**src/cpu_defs.svh**
```systemverilog
`ifndef CPU_DEFS_SVH
`define CPU_DEFS_SVH

// Datapath widths
`define XLEN        64
`define ILEN        32

// Integer register file geometry
`define REG_ADDR_W  5
`define NUM_REGS    32

// First fetch address out of reset
`define RESET_PC    64'h0

// Major opcodes of the supported subset
`define OPC_OP      7'b0110011
`define OPC_OP_IMM  7'b0010011
`define OPC_LUI     7'b0110111

`endif

```
**src/cpu_pkg.sv**
```systemverilog
`include "cpu_defs.svh"

package cpu_pkg;

    typedef logic [`XLEN-1:0]       word_t;
    typedef logic [`XLEN-1:0]       addr_t;
    typedef logic [`ILEN-1:0]       instr_t;
    typedef logic [`REG_ADDR_W-1:0] reg_idx_t;

    typedef enum logic [2:0] {
        ALU_ADD,
        ALU_SUB,
        ALU_AND,
        ALU_OR,
        ALU_XOR,
        ALU_SLL,
        ALU_SRL,
        ALU_PASS_B
    } alu_op_e;

    typedef enum logic [0:0] {
        OPND2_REG,
        OPND2_IMM
    } opnd2_src_e;

    // Fetch to decode
    typedef struct packed {
        addr_t  pc;
        instr_t instr;
    } fetch_pkt_t;

    // Decode to issue
    typedef struct packed {
        addr_t      pc;
        alu_op_e    alu_op;
        opnd2_src_e opnd2_src;
        reg_idx_t   rs1;
        reg_idx_t   rs2;
        reg_idx_t   rd;
        word_t      imm;
        logic       wb_en;
    } uop_t;

    // Issue to integer pipe
    typedef struct packed {
        addr_t    pc;
        alu_op_e  alu_op;
        word_t    operand1;
        word_t    operand2;
        reg_idx_t rd;
        logic     wb_en;
    } exec_pkt_t;

    // One committed instruction
    typedef struct packed {
        addr_t    pc;
        reg_idx_t rd;
        word_t    value;
        logic     wb_en;
    } retire_t;

endpackage

```
**src/ix.sv**
```systemverilog
`timescale 1ns/1ps

module ix
    import cpu_pkg::*;
(
    input  logic      clk,
    input  logic      rst,
    // Decode side
    input  logic      dec_ix_valid,
    output logic      dec_ix_ready,
    input  uop_t      dec_ix,
    // Register file reads
    output reg_idx_t  rf_rsrc0,
    output reg_idx_t  rf_rsrc1,
    input  word_t     rf_rdata0,
    input  word_t     rf_rdata1,
    // Integer pipe side
    output logic      ix_ip_valid,
    input  logic      ix_ip_ready,
    output exec_pkt_t ix_ip,
    // Commit feedback
    input  logic      retire_valid,
    input  retire_t   retire
);

    logic [2**$bits(reg_idx_t)-1:0] pending;
    logic [2**$bits(reg_idx_t)-1:0] clr_mask;
    logic [2**$bits(reg_idx_t)-1:0] set_mask;
    logic [2**$bits(reg_idx_t)-1:0] busy;
    logic hazard;
    logic out_free;
    logic dispatch;

    assign rf_rsrc0 = dec_ix.rs1;
    assign rf_rsrc1 = dec_ix.rs2;

    // A register retiring this cycle is already readable through rf bypass
    always_comb begin
        clr_mask = '0;
        if (retire_valid && retire.wb_en) begin
            clr_mask[retire.rd] = 1'b1;
        end
    end

    assign busy   = pending & ~clr_mask;
    assign hazard = busy[dec_ix.rs1]
                 || (dec_ix.opnd2_src == OPND2_REG && busy[dec_ix.rs2])
                 || (dec_ix.wb_en && busy[dec_ix.rd]);

    assign out_free     = !ix_ip_valid || ix_ip_ready;
    assign dec_ix_ready = out_free && !hazard;
    assign dispatch     = dec_ix_valid && dec_ix_ready;

    always_comb begin
        set_mask = '0;
        if (dispatch && dec_ix.wb_en) begin
            set_mask[dec_ix.rd] = 1'b1;
        end
    end

    always_ff @(posedge clk) begin
        if (rst) begin
            pending     <= '0;
            ix_ip_valid <= 1'b0;
        end else begin
            pending <= busy | set_mask;
            if (out_free) begin
                ix_ip_valid <= dispatch;
            end
        end
    end

    always_ff @(posedge clk) begin
        if (dispatch) begin
            ix_ip.pc       <= dec_ix.pc;
            ix_ip.alu_op   <= dec_ix.alu_op;
            ix_ip.operand1 <= rf_rdata0;
            ix_ip.operand2 <= (dec_ix.opnd2_src == OPND2_IMM) ? dec_ix.imm : rf_rdata1;
            ix_ip.rd       <= dec_ix.rd;
            ix_ip.wb_en    <= dec_ix.wb_en;
        end
    end

endmodule

```
**config.mk**
```make
export PLATFORM = sky130hd
export DESIGN_NAME = ix
export DESIGN_NICKNAME = d
export VERILOG_FILES = /design/src/cpu_pkg.sv /design/src/ix.sv
export VERILOG_INCLUDE_DIRS = /design/src
export SDC_FILE = /design/constraint.sdc
export NUM_CORES = 1
export LEC_CHECK = 0
export ABC_AREA = 0
export CAP_MARGIN = 20
export CELL_PAD_IN_SITES_DETAIL_PLACEMENT = 0
export CELL_PAD_IN_SITES_GLOBAL_PLACEMENT = 1
export CORE_AREA = 2 2 246 248
export CTS_BUF_LIST = sky130_fd_sc_hd__clkbuf_2
export CTS_CLUSTER_DIAMETER = 200
export DETAILED_ROUTE_END_ITERATION = 10
export DIE_AREA = 0 0 248 250
export DONT_BUFFER_PORTS = 1
export PLACE_DENSITY = 0.33
export SYNTH_ARGS = -nofsm -noshare
export SYNTH_HDL_FRONTEND = slang
export SYNTH_SLANG_ARGS = --single-unit
```
**constraint.sdc**
```tcl
create_clock -name clk -period 18.2 [get_ports clk]
set_input_delay 3.64 -clock clk [delete_from_list [all_inputs] [get_ports clk]]
set_output_delay 3.64 -clock clk [all_outputs]
set_load 0.005 [all_outputs]
```
# Yosys cells after proc, flatten, opt, wreduce, memory -nomap -nowiden
# Index checks and enable logic that the tools add are counted.
[totals]
elab_cells = 44
latch_bits = 0
output_inout_bits = 213
register_bits = 234
in_bits = 415
ram_bits = 0
rom_bits = 0
mem_count = 0
[op_classes]
reduce_logical = 13
add_sub_neg = 0
div = 0
eq_ne = 0
n_mul = 0
n_shift = 0
n_lt_le_gt_ge = 6
bitwise_logic = 4
mux = 13
[op_table]
columns = ["cell", "count"]
rows = [
  ["$mux W32", 2],
  ["$mux W64", 1],
  ["$and A32 B32 Y32", 1],
  ["$not A32 Y32", 1],
  ["$or A32 B32 Y32", 1],
  ["$lt A5 B6 Y1 const B", 4],
  ["$bmux W1 S5", 3],
  ["$demux W1 S5", 2],
  ["$ge A5 B1 Y1 const B", 2],
  ["$logic_and A1 B1 Y1", 8],
  ["$mux W1", 5],
  ["$logic_or A1 B1 Y1", 3],
  ["$logic_not A1 Y1", 2],
  ["$not A1 Y1", 1],
]

# Depth between registers and ports, before layout
[logic_depth]
word_depth = 18
ltp_mapped = 11
mapped_depth_nobuf = 8

# Worst setup path before layout
# No wires, ideal clock.
[synth_timing]
path_type = "in2reg"
from = "in retire[69] (netlist name)"
to = "reg ix_ip[0] (netlist name) (enable)"
setup_time_ns = 0.765
n_path_buf = 0
arrival_time_ns = 13.703
path_slack_ns = 3.732
path_stages = 8
t_required_ns = 17.435
cell_sequence = "or3b_4 o21ai_1 o22ai_1 or4_1 a21o_1 a41oi_2 nand2_1 nor2_1"
[synth_between]
elab_chain_len = 15
elab_cells_between_ends = 21
cone_classes = "order compare: 2; mux: 9; bitwise: 2; reduce/logical: 8"
[synth_lines]
columns = ["element", "line", "text"]
rows = [
  ["start, declared", "ix.sv:23", "input retire_t retire"],
  ["$lt A5 B6 Y1 (implied by the code) / $ge A5 B1 Y1 (equally long branches)", "ix.sv:41", "clr_mask[retire.rd] = 1'b1;"],
  ["$logic_and A1 B1 Y1 (implied by the code)", "ix.sv:41", ""],
  ["$mux W1 (implied by the code)", "ix.sv:41", ""],
  ["$demux W1 S5 (*)", "ix.sv:41", ""],
  ["$mux W32 (*)", "ix.sv:40", "if (retire_valid && retire.wb_en) begin"],
  ["$not A32 Y32 (*)", "ix.sv:45", "assign busy = pending & ~clr_mask;"],
  ["$and A32 B32 Y32 (*)", "ix.sv:45", ""],
  ["$bmux W1 S5", "ix.sv:47", "|| (dec_ix.opnd2_src == OPND2_REG && busy[dec_ix.rs2])"],
  ["$mux W1 (implied by the code)", "ix.sv:47", ""],
  ["$logic_and A1 B1 Y1", "ix.sv:47", ""],
  ["$logic_or A1 B1 Y1", "ix.sv:47", ""],
  ["$logic_or A1 B1 Y1 (*)", "ix.sv:48", "|| (dec_ix.wb_en && busy[dec_ix.rd]);"],
  ["$logic_not A1 Y1 (*)", "ix.sv:51", "assign dec_ix_ready = out_free && !hazard;"],
  ["$logic_and A1 B1 Y1 (*)", "ix.sv:51", ""],
  ["$logic_and A1 B1 Y1 (*)", "ix.sv:52", "assign dispatch = dec_ix_valid && dec_ix_ready;"],
  ["named net dispatch", "ix.sv:32", "logic dispatch;"],
  ["end, declared", "ix.sv:20", "output exec_pkt_t ix_ip,"],
]
# Mark *: on every way through the listed nets, which the timed path passes. The rest lies on a longest branch. The select of a mux whose other input is x is not followed.
# A chain may end at the register's enable or synchronous reset.

# Worst setup path in the final report
[layout_timing]
from = "in retire[0] (netlist name)"
to = "out dec_ix_ready"
[layout_between]
elab_chain_len = 11
elab_cells_between_ends = 16
cone_classes = "mux: 7; bitwise: 2; reduce/logical: 7"
[layout_lines]
columns = ["element", "line", "text"]
rows = [
  ["$logic_and A1 B1 Y1 (*)", "ix.sv:40", ""],
  ["$mux W32 (*)", "ix.sv:40", ""],
  ["$not A32 Y32 (*)", "ix.sv:45", ""],
  ["$and A32 B32 Y32 (*)", "ix.sv:45", ""],
  ["$bmux W1 S5", "ix.sv:47", ""],
  ["$mux W1 (implied by the code)", "ix.sv:47", ""],
  ["$logic_and A1 B1 Y1", "ix.sv:47", ""],
  ["$logic_or A1 B1 Y1", "ix.sv:47", ""],
  ["$logic_or A1 B1 Y1 (*)", "ix.sv:48", ""],
  ["$logic_not A1 Y1 (*)", "ix.sv:51", ""],
  ["$logic_and A1 B1 Y1 (*)", "ix.sv:51", ""],
  ["end, declared", "ix.sv:10", "output logic dec_ix_ready,"],
]
# Every way passes the cells marked *; elsewhere a longest branch is shown, timed or not. The select of a mux whose other input is x is not followed.

==> flow_summary.json <==
{
  "final_cell_mix": "edfxtp_1, clkbuf_2, mux2_2",
  "hp-class": "flip-flop to flip-flop",
  "hold_depth": 2,
  "grt_pass1_vias": 6070,
  "hold_violations": 0,
  "synth_edf_count": 201,
  "coreArea_sq_um": 59570,
  "cts_inserted_buffers": 67,
  "vdd_drop_max_mv": 0.03772,
  "start_util_pct": 15.70,
  "synth_nets": 998,
  "status": "completed",
  "clk_pin_slew_worst_paths_ps": 80,
  "r2r_setup_slack_ps": 13680,
  "cts_setup_buffers": 0,
  "gp_congestion": 0.8010,
  "fin_ws_ps": 7667,
  "hpwlAfterDp_um": 30120,
  "final_layout_size_suffix_gt1_share_pct": 27.74,
  "seq_area_frac_synth_pct": 71.60,
  "powerDensity_nw_per_um2": 103.7,
  "clockBufferDepth": 3,
  "multiInputGateArea_sq_um": 2419,
  "fp.dieW_um": 248,
  "tns_ps": 0,
  "fin_nets": 1032,
  "yosys_warnings": 0,
  "grt_overflow": 0,
  "syn-instance-count": 583,
  "fillers": 6427,
  "fin_skew_ps": 104.4,
  "drtAntennaViolNets": 0,
  "drt_iter0_drc": 548,
  "ys.flop_type": "edfxtp_1",
  "critPathMaxStageDelay_ps": 820,
  "cp_slowest_cell": "a2111oi_0",
  "via_count": 5950,
  "crit_chain": "nand4_1 -> o21ai_0 -> mux4_2 -> and4b_1 -> a2111oi_0 -> a41oi_2 -> and3_1",
  "clock-sinks": 234,
  "synth-seq-cells": 234,
  "die_y_um": 250,
  "async_flop_share_pct": 0,
  "pin_count": 628,
  "firstDrtPassIters": 5,
  "htree_levels": 3,
  "grt_antenna_before_repair": 24,
  "wl_per_cell_um": 27.28,
  "final_common_cell": "edfxtp_1",
  "io_buffers": 0,
  "yosysUniqueCellTypes": 59,
  "dp_worst_setup_slack_ps": 7744,
  "synth_area_per_cell_sq_um": 16.04,
  "grt_use_total_pct": 11.95,
  "cts_hold_buf": 0,
  "cts_root_buf": "clkbuf_2",
  "drcViolationCount": 0,
  "crit_path_start_kind": "primary input",
  "ff2ff_path_depth": 9,
  "max_slew.worst_pin.slew_ps": 1044,
  "grt_first_pass_wirelength_um": 50740,
  "netlist_area_sq_um": 9353,
  "whs_endpoint": "ix_ip_valid$_SDFFE_PP0P_",
  "worstReg2RegEnd": "ix_ip[193]$_DFFE_PP_",
  "regArea_sq_um": 6696,
  "die_area_sq_um": 62000,
  "leakage_nw": 3.284,
  "clock_latency_ps": 950,
  "cts_tree": "built",
  "arrival_ps": 6890,
  "fin_crit_sh_pct": 57.87,
  "crit_required_ps": 14560,
  "hp-start": "ix_ip_valid$_SDFFE_PP0P_",
  "postLayoutCellArea_sq_um": 10810,
  "num_rows": 90,
  "crit_type": "primary input to primary output",
  "via_per_inst": 4.123,
  "rr_startpoint": "pending[30]$_SDFF_PP0_",
  "grt_max_degree": 125,
  "drv_slew": 0,
  "cap_violations": 0,
  "rsz0062_at_grt": "false",
  "finalPower_mw": 1.122,
  "post_cts_resized": 0,
  "synthToLayoutAreaGrowth_pct": 15.60,
  "period_minus_slack_ps": 10530,
  "place_area_sq_um": 10190,
  "critPathCaptureType": "primary output",
  "fmax_mhz": 94.94,
  "setup_violations": 0,
  "critPathMaxFanout": 13,
  "relSlewSlack_pct": 28.60,
  "wirelength_um": 39370
}
## sequential cells by signal, summed over array words and instances (netlist names)
register,count
ix_ip_valid,1
ix_ip,201
pending,32
## kinds of logic after synthesis
logic type	synth area share [%]
buf+inv	2.622
mux	9.445
flops	71.60
compound gates	11.17
simple gates	5.164
## power by group
group | internal, mW | total, mW | switching (mW)
logic | 0.0201 | 0.0596 | 0.0395
registers | 0.628 | 0.653 | 0.0249
clock network | 0.173 | 0.409 | 0.237
total | 0.821 | 1.12 | 0.301
## cell type report
cell class,instances,share of cell area [%]
Clock inverter,21,1.620
Antenna cell,5,0.1157
Sequential cell,234,61.94
Multi-Input combinational cell,298,22.37
Tap cell,782,9.050
Clock buffer,87,4.027
Timing Repair Buffer,6,0.5323
Inverter,10,0.3472
## stage by stage
step                      hold WS (ps)  utilization (%)  std cells
after floorplan                  480.9                -        583
after global placement           529.8            17.10       1330
after detailed placement         544.2            17.10       1330
after CTS                        568.6            18.13       1438
after global routing             600.3            18.14       1440
final                            564.3            18.15       1443
## how the worst max path moves through the flow
stage	end	from
floorplan	ix_ip[0]$_DFFE_PP_	retire[69]
global placement	dec_ix_ready	retire[0]
detailed placement	dec_ix_ready	retire[0]
CTS	dec_ix_ready	retire[0]
global route	dec_ix_ready	retire[0]
finish	dec_ix_ready	retire[0]
## cells in the mapped netlist, drive strengths merged, types with 2 or more instances
master,n,area [sq um]
o2111ai,8,70.07
nor2b,5,31.28
nand3,9,57.56
buf,14,106.3
nand2b,10,62.56
nand2,11,41.29
o211ai,18,135.1
o21ai,40,200.2
o32ai,25,241.5
or3b,3,28.78
mux2i,5,50.05
a41oi,2,25.03
edfxtp,201,6036
a21o,2,15.01
nand3b,6,45.04
o22ai,14,87.58
mux2,64,720.7
or3,5,31.28
dfxtp,33,660.6
a221oi,2,17.52
a22o,2,17.52
nor2,11,41.29
o21bai,2,15.01
inv,10,37.54
o21a,6,45.04
o31ai,2,15.01
clkbuf,27,101.4
nand4,4,25.02
nand4b,3,26.28
a21oi,5,25.02
o311a,5,50.05
and3,3,18.77
mux4,5,112.6
nor3,5,25.02
## per-layer routing
| layer | vias to the layer above | routed length, um | global-route usage, % |
|---|---|---|---|
| li1 | 2458 | - | - |
| met1 | 2895 | 14280 | 12.86 |
| met2 | 497 | 19840 | 20.61 |
| met3 | 98 | 4169 | 4.828 |
| met4 | 2 | 1063 | 4.910 |
| met5 | - | 16 | 0 |
## worst max-delay path: cells and delay by family
kind             cells  cell delay, ps
AO/OA/AOI/OAI        3            1480
AND/OR/NAND/NOR      3            1150
multiplexers         1             600
(Power assumes the default switching activity.)
