File: src/cpu_defs.svh
`ifndef CPU_DEFS_SVH
`define CPU_DEFS_SVH

// Datapath widths
`define XLEN        64
`define ILEN        32

// Integer register file geometry
`define REG_ADDR_W  5
`define NUM_REGS    32

// First fetch address out of reset
`define RESET_PC    64'h0

// Major opcodes of the supported subset
`define OPC_OP      7'b0110011
`define OPC_OP_IMM  7'b0010011
`define OPC_LUI     7'b0110111

`endif

File: src/cpu_pkg.sv
`include "cpu_defs.svh"

package cpu_pkg;

    typedef logic [`XLEN-1:0]       word_t;
    typedef logic [`XLEN-1:0]       addr_t;
    typedef logic [`ILEN-1:0]       instr_t;
    typedef logic [`REG_ADDR_W-1:0] reg_idx_t;

    typedef enum logic [2:0] {
        ALU_ADD,
        ALU_SUB,
        ALU_AND,
        ALU_OR,
        ALU_XOR,
        ALU_SLL,
        ALU_SRL,
        ALU_PASS_B
    } alu_op_e;

    typedef enum logic [0:0] {
        OPND2_REG,
        OPND2_IMM
    } opnd2_src_e;

    // Fetch to decode
    typedef struct packed {
        addr_t  pc;
        instr_t instr;
    } fetch_pkt_t;

    // Decode to issue
    typedef struct packed {
        addr_t      pc;
        alu_op_e    alu_op;
        opnd2_src_e opnd2_src;
        reg_idx_t   rs1;
        reg_idx_t   rs2;
        reg_idx_t   rd;
        word_t      imm;
        logic       wb_en;
    } uop_t;

    // Issue to integer pipe
    typedef struct packed {
        addr_t    pc;
        alu_op_e  alu_op;
        word_t    operand1;
        word_t    operand2;
        reg_idx_t rd;
        logic     wb_en;
    } exec_pkt_t;

    // One committed instruction
    typedef struct packed {
        addr_t    pc;
        reg_idx_t rd;
        word_t    value;
        logic     wb_en;
    } retire_t;

endpackage

File: src/ifp.sv
`timescale 1ns/1ps
`include "cpu_defs.svh"

module ifp
    import cpu_pkg::*;
(
    input  logic       clk,
    input  logic       rst,
    // Instruction memory
    output addr_t      im_req_addr,
    output logic       im_req_valid,
    input  logic       im_req_ready,
    input  instr_t     im_resp_rdata,
    input  logic       im_resp_valid,
    // Decoder side
    output logic       if_dec_valid,
    input  logic       if_dec_ready,
    output fetch_pkt_t if_dec
);

    addr_t pc;
    addr_t req_pc;
    logic  outstanding;
    logic  req_fire;

    // Only request when the reply is sure to find the buffer empty
    assign im_req_valid = !outstanding && (!if_dec_valid || if_dec_ready);
    assign im_req_addr  = pc;
    assign req_fire     = im_req_valid && im_req_ready;

    always_ff @(posedge clk) begin
        if (rst) begin
            pc          <= `RESET_PC;
            outstanding <= 1'b0;
        end else if (req_fire) begin
            pc          <= pc + addr_t'(`ILEN / 8);
            outstanding <= 1'b1;
        end else if (im_resp_valid) begin
            outstanding <= 1'b0;
        end
    end

    // Tag kept for the single request in flight
    always_ff @(posedge clk) begin
        if (req_fire) begin
            req_pc <= pc;
        end
    end

    // One-entry output buffer
    always_ff @(posedge clk) begin
        if (rst) begin
            if_dec_valid <= 1'b0;
        end else if (im_resp_valid) begin
            if_dec_valid <= 1'b1;
        end else if (if_dec_ready) begin
            if_dec_valid <= 1'b0;
        end
    end

    always_ff @(posedge clk) begin
        if (im_resp_valid) begin
            if_dec.pc    <= req_pc;
            if_dec.instr <= im_resp_rdata;
        end
    end

endmodule

File: config.mk
export PLATFORM = sky130hd
export DESIGN_NAME = ifp
export DESIGN_NICKNAME = d
export VERILOG_FILES = /design/src/cpu_pkg.sv /design/src/ifp.sv
export VERILOG_INCLUDE_DIRS = /design/src
export SDC_FILE = /design/constraint.sdc
export NUM_CORES = 1
export LEC_CHECK = 0
export BUFFER_PORTS_ARGS = -buffer_cell sky130_fd_sc_hd__buf_2
export CAP_MARGIN = 20
export CORE_AREA = 5 5 132 134
export CTS_CLUSTER_DIAMETER = 200
export CTS_CLUSTER_SIZE = 40
export DETAILED_ROUTE_END_ITERATION = 8
export DIE_AREA = 0 0 137 139
export PLACE_DENSITY_LB_ADDON = 0.3
export SYNTH_ARGS = -nofsm -noshare
export SYNTH_HDL_FRONTEND = slang
export SYNTH_SLANG_ARGS = --single-unit
File: constraint.sdc
create_clock -name clk -period 12.8 [get_ports clk]
set_input_delay 1.92 -clock clk [delete_from_list [all_inputs] [get_ports clk]]
set_output_delay 1.92 -clock clk [all_outputs]
set_load 0.02 [all_outputs]
## Yosys cells after proc, flatten, opt, wreduce, memory -nomap -nowiden

Cells that the tools add are included.

| storage, ports and cells | value |
|---|---|
| bits in registers | 226 |
| bits of input ports | 37 |
| output and inout bits | 162 |
| logic and storage cells | 18 |

| cells by class | value |
|---|---|
| add/subtract/negate cells | 1 |
| mux-type cells | 4 |
| reductions and logical operators | 7 |

Operators by type and width:

| operator | count |
|---|---|
| adder 64 x 3 -> 64 bit (second input constant) | 1 |
| two-way mux 1 bit | 4 |
| nonzero test 2 bit | 2 |
| logical AND 1 bit | 2 |
| zero test 1 bit | 2 |
| logical OR 1 bit | 1 |

## Longest topological paths before layout

Gate-level depths: netlist of the first run.

| depth | value |
|---|---|
| word-level depth | 5 |
| depth in mapped cells | 7 |

## Worst setup path before layout of the first run

No wires, ideal clock.

| timing path | value |
|---|---|
| path kind | input to register |
| start | input port if_dec_ready |
| end | register pc[5], in the netlist im_req_addr[5] |
| library setup time | 0.128 ns |
| arrival time | 5.526 ns |
| required time | 12.672 ns |
| slack | 7.146 ns |
| stages | 6 |
| path buffers | 1 |
| cell sequence | nor2b_1 buf_2 nor2_1 and4_1 xnor2_1 nor2_1 |

| on the way | value |
|---|---|
| cells in the longest elaborated chain, start to end | 3 |

RTL lines:

| item | line | source |
|---|---|---|
| start: declaration | ifp.sv:17 | `input logic if_dec_ready,` |
| logical OR 1 bit | ifp.sv:27 | `assign im_req_valid = !outstanding && (!if_dec_valid \|\| if_dec_ready);` |
| logical AND 1 bit | ifp.sv:27 |  |
| logical AND 1 bit | ifp.sv:29 | `assign req_fire = im_req_valid && im_req_ready;` |
| named net req_fire | ifp.sv:24 | `logic req_fire;` |
| end signal: assignment | ifp.sv:33 | `` pc <= `RESET_PC; `` |
| end signal: assignment | ifp.sv:36 | `` pc <= pc + addr_t'(`ILEN / 8); `` |
| end: declaration | ifp.sv:21 | `addr_t pc;` |

The timed path passes the listed nets, and every way through them passes these cells.
A chain may end at the register's enable or synchronous reset.

## Worst setup path in the final report of the first run

| timing path | value |
|---|---|
| start | input port if_dec_ready |
| end | output port im_req_valid |

| on the way | value |
|---|---|
| cells in the longest elaborated chain, start to end | 2 |

RTL lines:

| item | line | source |
|---|---|---|
| logical OR 1 bit | ifp.sv:27 |  |
| logical AND 1 bit | ifp.sv:27 |  |
| end: declaration | ifp.sv:11 | `output logic im_req_valid,` |

Every way passes these cells.

==> out/qor.tcl, run 1 <==
set qor(post_route_cells_drive_above_1_share) 0.305
set qor(cts_setup_buffers) 0
set qor(required_time_at_the_worst_slack_endpoint_ns) 10.88
set qor(clkSlewWorstSetupHoldPaths_ns) 0.13
set qor(syn_area_um2) 7820
set qor(postSynth.topFlopCell) {edfxtp_1}
set qor(timing.final.max_slew_violations) 0
set qor(endpoint) {im_req_valid}
set qor(post_dr_wirelength_cell_um) 17.2
set qor(gp_congestion) 0.785
set qor(ir_worst_vdd_v) 0.0000878
set qor(use_met2) 0.286
set qor(cts-hold-fix-buffers) 0
set qor(holdPathStages) 0
set qor(first_pass_grt_wire_length_um) 25800
set qor(detail_route.drc_violations) 0
set qor(synth_xor_xnor_area_share) 0.0280
set qor(tritoncts) {yes}
set qor(vias_per_cell) 5.30
set qor(grt_setup_unrepaired) {no}
set qor(max_h_tree_level) 1
set qor(setup.worst_path.start_class) {primary input}
set qor(final.setup_skew_ns) 0.0168
set qor(synthArstFlopShare) 0
set qor(setup_tns_ns) 0
set qor(synth_compound_area_frac) 0.0528
set qor(grt_max_degree) 68
set qor(clock_sinks) 220
set qor(synth.yosys.seq_area_share) 0.763
set qor(worstPathMaxFanout) 8
set qor(drt-initial-drc-count) 437
set qor(run_status) {completed}
set qor(detailedRoute.firstPassIterationCount) 7
set qor(tightest_slew_ns) 0.864
set qor(post_synth_inst_count) 535
set qor(grt_pass1_vias) 4858
set qor(clk-insertion-delay-late_ns) 0.47
set qor(globalRouteMet3Util) 0.0298
set qor(yosys.area_share.adder) 0.00160
set qor(coreArea_um2) 16200
set qor(cts.path.max_buffers) 3
set qor(synth_edf_count) 156
set qor(num_vias) 5041
set qor(wirelength_um) 16300
set qor(syn_area_per_cell_um2) 14.6
set qor(grt_overflow_total) 0
set qor(f_max_mhz) 208
set qor(multiplexer_share_of_the_synthesized_area) 0
set qor(detail-route-antenna-nets) 0
set qor(worst_setup_path_startpoint) {if_dec_ready}
set qor(dpl.hpwl_um) 11300
set qor(final.min_clock_period_ns) 4.81
set qor(initial_utilization) 0.484
set qor(rows) 47
set qor(crit_type) {primary input to output port}
set qor(ratio_of_final_minimum_period_to_clock_period) 0.376
set qor(insertedDiodeCount) 0
set qor(worst_r2r_endpoint) {im_req_addr[55]$_SDFFE_PP0P_}
set qor(library_cells_used_by_synthesis) 44
set qor(clk_root_buffer_cell) {clkbuf_16}
set qor(tritoncts.num_buffers) 9
set qor(global_route.usage.met1) 0.219
set qor(pwr_density_cell_nw_per_um2) 131
set qor(p_leak_nw) 3.47
set qor(cap_violations) 0
set qor(pin_count) 199
set qor(yosysWarnings) 0
set qor(buffers_added_on_ports) 194
set qor(crit-reg2reg-launch) {im_req_addr[11]$_SDFFE_PP0P_}
set qor(finalHoldViolCount) 0
set qor(ff2ff_path_depth) 5
set qor(synth_simple_gate_area_share) 0.137
set qor(main_combinational_cell_family_by_area_after_synthesis) {simple AND/OR/NAND/NOR gates}
set qor(die_height_um) 139
set qor(die_x_um) 137
set qor(setup.reg_to_reg.worst_slack_ns) 9.90
set qor(ys_ff_latch) 220
set qor(worstPathArrival_ns) 2.89
set qor(hold_path_class) {flop to flop}
set qor(overall_fraction_of_global_route_tracks_in_use) 0.166
set qor(finish.utilization) 0.575
set qor(max_slew_margin) 0.420
set qor(cts-resized-gates) 0
set qor(flow.area_growth_from_synthesis_pct) 18.9
set qor(grt_most_used_layer) {met2}
set qor(fp.dieArea_um2) 19000
set qor(timing.final.setup_violations) 0
set qor(crit_path_end_kind) {output port}
set qor(grt_antenna_before_repair) 0
set qor(final_net_count) 767
==> cells by family after synthesis <==
logic type	after synthesis
flops	220
simple gates	184
compound gates	75
buf+inv	29
xor+xnor	25
fa+ha+maj	1
other cells	1
==> cell usage after synthesis, drive strengths merged (4+ instances only) <==
cell type	instances	share of area
and3	4	0.0032
nor2	38	0.018
and4	5	0.0056
nand4	25	0.022
buf	10	0.0083
nor3	11	0.0098
o21ai	26	0.017
a21oi	37	0.024
nand4b	4	0.0064
xnor2	8	0.0090
clkbuf	8	0.0038
nor4	6	0.0067
nand3	22	0.015
xor2	17	0.019
inv	11	0.0053
o31ai	5	0.0048
dfxtp	64	0.16
or3	29	0.024
nand2	26	0.012
edfxtp	156	0.60
or4	6	0.0062
==> stage by stage <==
stage / power (W) / hold WS, ns / worst slack [ns] / area (um^2) / instances
after floorplan: 0.000862 / 0.400 / 7.15 / 7830 / 538
after global placement: 0.000893 / 0.402 / 8.08 / 9020 / 937
after detailed placement: 0.000896 / 0.405 / 8.02 / 9020 / 937
after CTS: 0.00123 / 0.433 / 8.01 / 9280 / 950
after global routing: 0.00127 / 0.435 / 7.93 / 9300 / 951
final: 0.00122 / 0.424 / 7.99 / 9300 / 951
==> report_power, final <==
group,switching [W],internal [W]
Sequential,0.00000829,0.000797
Combinational,0.0000538,0.0000200
Clock,0.000205,0.000136
Total,0.000267,0.000953
==> worst max-delay path: stages <==
cell and delay, ns:
buf_2 0.10, nor2b_1 0.60, nor2_1 0.09, buf_2 0.19
==> how the worst min path moves through the flow <==
stage,from,endpoint
6_report,req_pc[5]$_DFFE_PP_,if_dec[37]$_DFFE_PP_
5_1_grt,req_pc[47]$_DFFE_PP_,if_dec[79]$_DFFE_PP_
4_1_cts,req_pc[35]$_DFFE_PP_,if_dec[67]$_DFFE_PP_
3_5_place_dp,req_pc[7]$_DFFE_PP_,if_dec[39]$_DFFE_PP_
3_3_place_gp,req_pc[50]$_DFFE_PP_,if_dec[82]$_DFFE_PP_
2_1_floorplan,req_pc[2]$_DFFE_PP_,if_dec[34]$_DFFE_PP_
==> registers in the layout, summed over array words and instances, names as in the netlist <==
name,flops
if_dec,94
req_pc,62
im_req_addr,62
outstanding,1
if_dec_valid,1
==> routing by layer <==
| metal | share of wire | wire length, um |
|---|---|---|
| met1 | 0.40 | 6560 |
| met2 | 0.50 | 8240 |
| met3 | 0.081 | 1320 |
| met4 | 0.014 | 225 |
| met5 | 0 | 0 |
==> layout make-up <==
cell class | count | area [um^2]
Tap cell | 220 | 275
Multi-Input combinational cell | 289 | 1750
Inverter | 11 | 41.3
Fill cell | 1297 | 6870
Sequential cell | 220 | 5970
Clock buffer | 12 | 236
Timing Repair Buffer | 198 | 1020
Clock inverter | 1 | 20.0
==> cell usage in the layout (no fill, tap or decap), drive strengths merged, types with 4 or more instances in the layout <==
cell type	netlist	layout
dfxtp	64	64
nand2	26	26
nand4	25	25
or4	6	6
inv	11	12
conb	1	4
buf	10	198
o21ai	26	26
nand3	22	22
and4	5	5
or3	29	29
clkbuf	8	12
xnor2	8	8
a21oi	37	37
edfxtp	156	156
o31ai	5	5
nor4	6	6
nor3	11	11
nor2	38	38
and3	4	4
xor2	17	17
nand4b	4	4
Note: power is estimated with default switching activity, not from simulation.
==> run 2: changes to the inputs <==
--- a/config.mk
+++ b/config.mk
@@ -6,13 +6,14 @@
 export SDC_FILE = /design/constraint.sdc
 export NUM_CORES = 1
 export LEC_CHECK = 0
+export ABC_AREA = 1
 export BUFFER_PORTS_ARGS = -buffer_cell sky130_fd_sc_hd__buf_2
 export CAP_MARGIN = 20
-export CORE_AREA = 5 5 132 134
+export CORE_AREA = 5 5 141 143
 export CTS_CLUSTER_DIAMETER = 200
 export CTS_CLUSTER_SIZE = 40
 export DETAILED_ROUTE_END_ITERATION = 8
-export DIE_AREA = 0 0 137 139
+export DIE_AREA = 0 0 146 148
 export PLACE_DENSITY_LB_ADDON = 0.3
 export SYNTH_ARGS = -nofsm -noshare
 export SYNTH_HDL_FRONTEND = slang
==> constraint.sdc (replaced) <==
create_clock -name clk -period 4.2 [get_ports clk]
set_input_delay 0.63 -clock clk [delete_from_list [all_inputs] [get_ports clk]]
set_output_delay 0.63 -clock clk [all_outputs]
set_load 0.02 [all_outputs]
==> out/qor.tcl, run 2 <==
set qor(post_dr_wirelength_cell_um) 16.2
set qor(final.min_clock_period_ns) 2.20
set qor(worst_hold_path.endpoint) {if_dec[14]$_DFFE_PP_}
set qor(library_cells_used_by_synthesis) 37
set qor(cts-hold-fix-buffers) 0
set qor(p_clk_frac) 0.279
set qor(final.hold.worst_slack_ns) 0.316
set qor(syn_area_um2) 8620
set qor(synth.yosys.seq_area_share) 0.692
set qor(die_x_um) 146
set qor(grt_max_degree) 69
set qor(power.share.combinational) 0.066
set qor(clk-insertion-delay-late_ns) 0.48
set qor(ratio_of_final_minimum_period_to_clock_period) 0.524
set qor(timing.final.setup_violations) 0
set qor(tightest_slew_ns) 0.895
set qor(worst_r2r_endpoint) {im_req_addr[41]$_SDFFE_PP0P_}
set qor(initial_utilization) 0.467
set qor(cts.path.max_buffers) 3
set qor(critical_path.most_common_cell) {nand2_1}
set qor(worstPathBufferInverterCount) 2
set qor(vias_per_cell) 4.98
set qor(yosysWarnings) 0
set qor(p_leak_nw) 3.97
set qor(setup_tns_ns) 0
set qor(power.share.sequential) 0.655
set qor(multi_input_comb_area_um2) 2280
set qor(setup.worst_path.start_class) {flop}
set qor(f_max_mhz) 455
set qor(postSynth.topFlopCell) {edfxtp_1}
set qor(first_pass_grt_wire_length_um) 30900
set qor(final_net_count) 1012
set qor(crit_type) {flop to flop}
set qor(grt_overflow_total) 0
set qor(design_power_w) 0.00376
set qor(synth_commonest_cells) {156 x edfxtp_1, 135 x nand2_1, 118 x nor2_1}
set qor(detail-route-antenna-nets) 0
set qor(synth.largest_area_cell) {edfxtp_1}
set qor(tritoncts) {yes}
set qor(overall_fraction_of_global_route_tracks_in_use) 0.176
set qor(coreArea_um2) 18500
set qor(leading_cell_type_in_the_layout_fill_and_taps_excluded) {buf_2}
set qor(run_status) {completed}
set qor(drt-initial-drc-count) 430
set qor(syn_area_per_cell_um2) 11.1
set qor(worstPathMaxFanout) 22
set qor(timing.final.max_slew_violations) 0
set qor(ff2ff_path_depth) 9
set qor(rows) 50
set qor(required_time_at_the_worst_slack_endpoint_ns) 4.59
set qor(tritoncts.num_buffers) 9
set qor(buffers_added_on_ports) 194
set qor(wirelength_um) 19500
set qor(clkSlewWorstSetupHoldPaths_ns) 0.14
set qor(regMostFlops) {if_dec}
set qor(worstPathArrival_ns) 2.59
set qor(cts-resized-gates) 0
set qor(flow.area_growth_from_synthesis_pct) 17.2
set qor(pin_count) 199
set qor(final.setup_skew_ns) 0.0302
set qor(largest_register_ff_count) 94
set qor(pwr_density_cell_nw_per_um2) 372
set qor(cellInternalPower_w) 0.00292
set qor(hold_path_class) {primary input to flop}
set qor(grt_antenna_before_repair) 0
set qor(insertedDiodeCount) 0
set qor(switching_power_w) 0.000843
set qor(synth_edf_count) 156
set qor(ys_ff_latch) 220
set qor(cpLargestDelayFamily) {buffers and inverters}
set qor(cap_violations) 0
set qor(longest_individual_stage_delay_on_the_worst_path_ns) 0.51
set qor(total_area_of_sequential_cells_um2) 5970
set qor(mostFrequentLayoutCells) {193 x buf_2, 156 x edfxtp_1, 135 x nand2_1}
set qor(hp-start) {im_resp_rdata[14]}
set qor(clk_root_buffer_cell) {clkbuf_16}
set qor(clock_sinks) 220
set qor(detailedRoute.firstPassIterationCount) 5
set qor(die_height_um) 148
set qor(holdPathStages) 1
set qor(synthArstFlopShare) 0
set qor(synth_area_leaders) {edfxtp_1 54%, dfxtp_1 15%, nand2_1 5.9%}
set qor(num_vias) 6028
set qor(final.fill_count) 1602
set qor(gp_congestion) 0.921
set qor(grt_setup_unrepaired) {no}
set qor(finalHoldViolCount) 0
set qor(fp.dieArea_um2) 21600
set qor(dpl.hpwl_um) 14400
set qor(max_h_tree_level) 1
set qor(synth.top_cell.area_share) 0.543
set qor(netSwitchingFraction) 0.224
set qor(detail_route.drc_violations) 0
set qor(grt_pass1_vias) 5659
set qor(setup.reg_to_reg.worst_slack_ns) 2.00
set qor(synth.most_common_cell) {edfxtp_1}
set qor(post_synth_inst_count) 775
set qor(timing.critical_path.slowest_stage_cell) {inv_2}
set qor(max_slew_margin) 0.404
set qor(crit-reg2reg-launch) {if_dec_valid$_SDFFE_PP0P_}
set qor(cts_setup_buffers) 0
set qor(ir_worst_vdd_v) 0.000243
set qor(worstPathCellList) {nand2_2, nand3_4, inv_2, buf_4, nand3_1, nor3_2, nand2_1, nand2_1, nor2_1}
set qor(crit_path_end_kind) {flop}
set qor(post_route_cells_drive_above_1_share) 0.275
[run 2: cell types whose count changed after synthesis, sizes merged, moves of 6 or more]
cell and delta:
nand2 +123, nand3 +28, nor2 +113, or3 -29, xnor2 -7, or4 -6
nor3 +8, nand4 -10, xor2 -15, inv +70
[run 2: logic make-up (layout without fill, tap and decap cells)]
group,Yosys count,count (layout),synth area share
adders and majority gates,1,1,0.00145
and+or+nand+nor,392,392,0.220
AOI/OAI and AO/OA,64,64,0.0383
buffers and inverters,94,292,0.0447
xor gates and xnor gates,3,3,0.00305
DFF,220,220,0.692
other,1,4,0.000435
[run 2: worst max path at each step]
stage                                          from                            to  cells past startpoint
after floorplan                        if_dec_ready  im_req_addr[56]$_SDFFE_PP0P_                     10
after global placement                 if_dec_ready  im_req_addr[41]$_SDFFE_PP0P_                     11
after detailed placement               if_dec_ready  im_req_addr[41]$_SDFFE_PP0P_                     11
after CTS                 if_dec_valid$_SDFFE_PP0P_  im_req_addr[41]$_SDFFE_PP0P_                      9
after global routing      if_dec_valid$_SDFFE_PP0P_  im_req_addr[41]$_SDFFE_PP0P_                      9
final                     if_dec_valid$_SDFFE_PP0P_  im_req_addr[41]$_SDFFE_PP0P_                      9
[run 2: area by class of cell]
cell class                      instances  share of cell area
Sequential cell                       220               0.590
Multi-Input combinational cell        464               0.226
Clock buffer                           12              0.0234
Inverter                               81              0.0301
Tap cell                              234              0.0290
Clock inverter                          1             0.00198
Timing Repair Buffer                  198              0.0993
[run 2: worst reg2reg max path, delay by kind of cell, from the launching register on]
| family | cells | cell delay [ns] |
|---|---|---|
| buf+inv | 2 | 0.91 |
| simple gates | 7 | 0.86 |
| flops | 1 | 0.35 |
[run 2: metal layers]
metal	GRT usage	share of wire	wire length, um	up-vias
met5	0	0	0	-
met1	0.248	0.45	8810	2822
met2	0.297	0.48	9370	190
met4	0.0245	0.0084	164	0
met3	0.0300	0.061	1200	11
li1	-	-	-	3005
[run 2: stage by stage]
step                      std cells  utilization  instance area, um^2  worst slack (ns)
after floorplan                 778            -                 8630              1.77
after global placement         1197        0.534                 9850              1.64
after detailed placement       1197        0.534                 9850              1.59
after CTS                      1210        0.548                10100              1.98
after global routing           1210        0.548                10100              1.77
final                          1210        0.548                10100              2.00
[run 2: power groups by stage]
stage / clock network [W] / logic (W) / registers, W
after global placement: 0 / 0.000249 / 0.00251
after floorplan: 0 / 0.0000554 / 0.00260
final: 0.00105 / 0.000248 / 0.00246
after detailed placement: 0 / 0.000253 / 0.00251
after global routing: 0.00117 / 0.000267 / 0.00247
after CTS: 0.00108 / 0.000254 / 0.00246
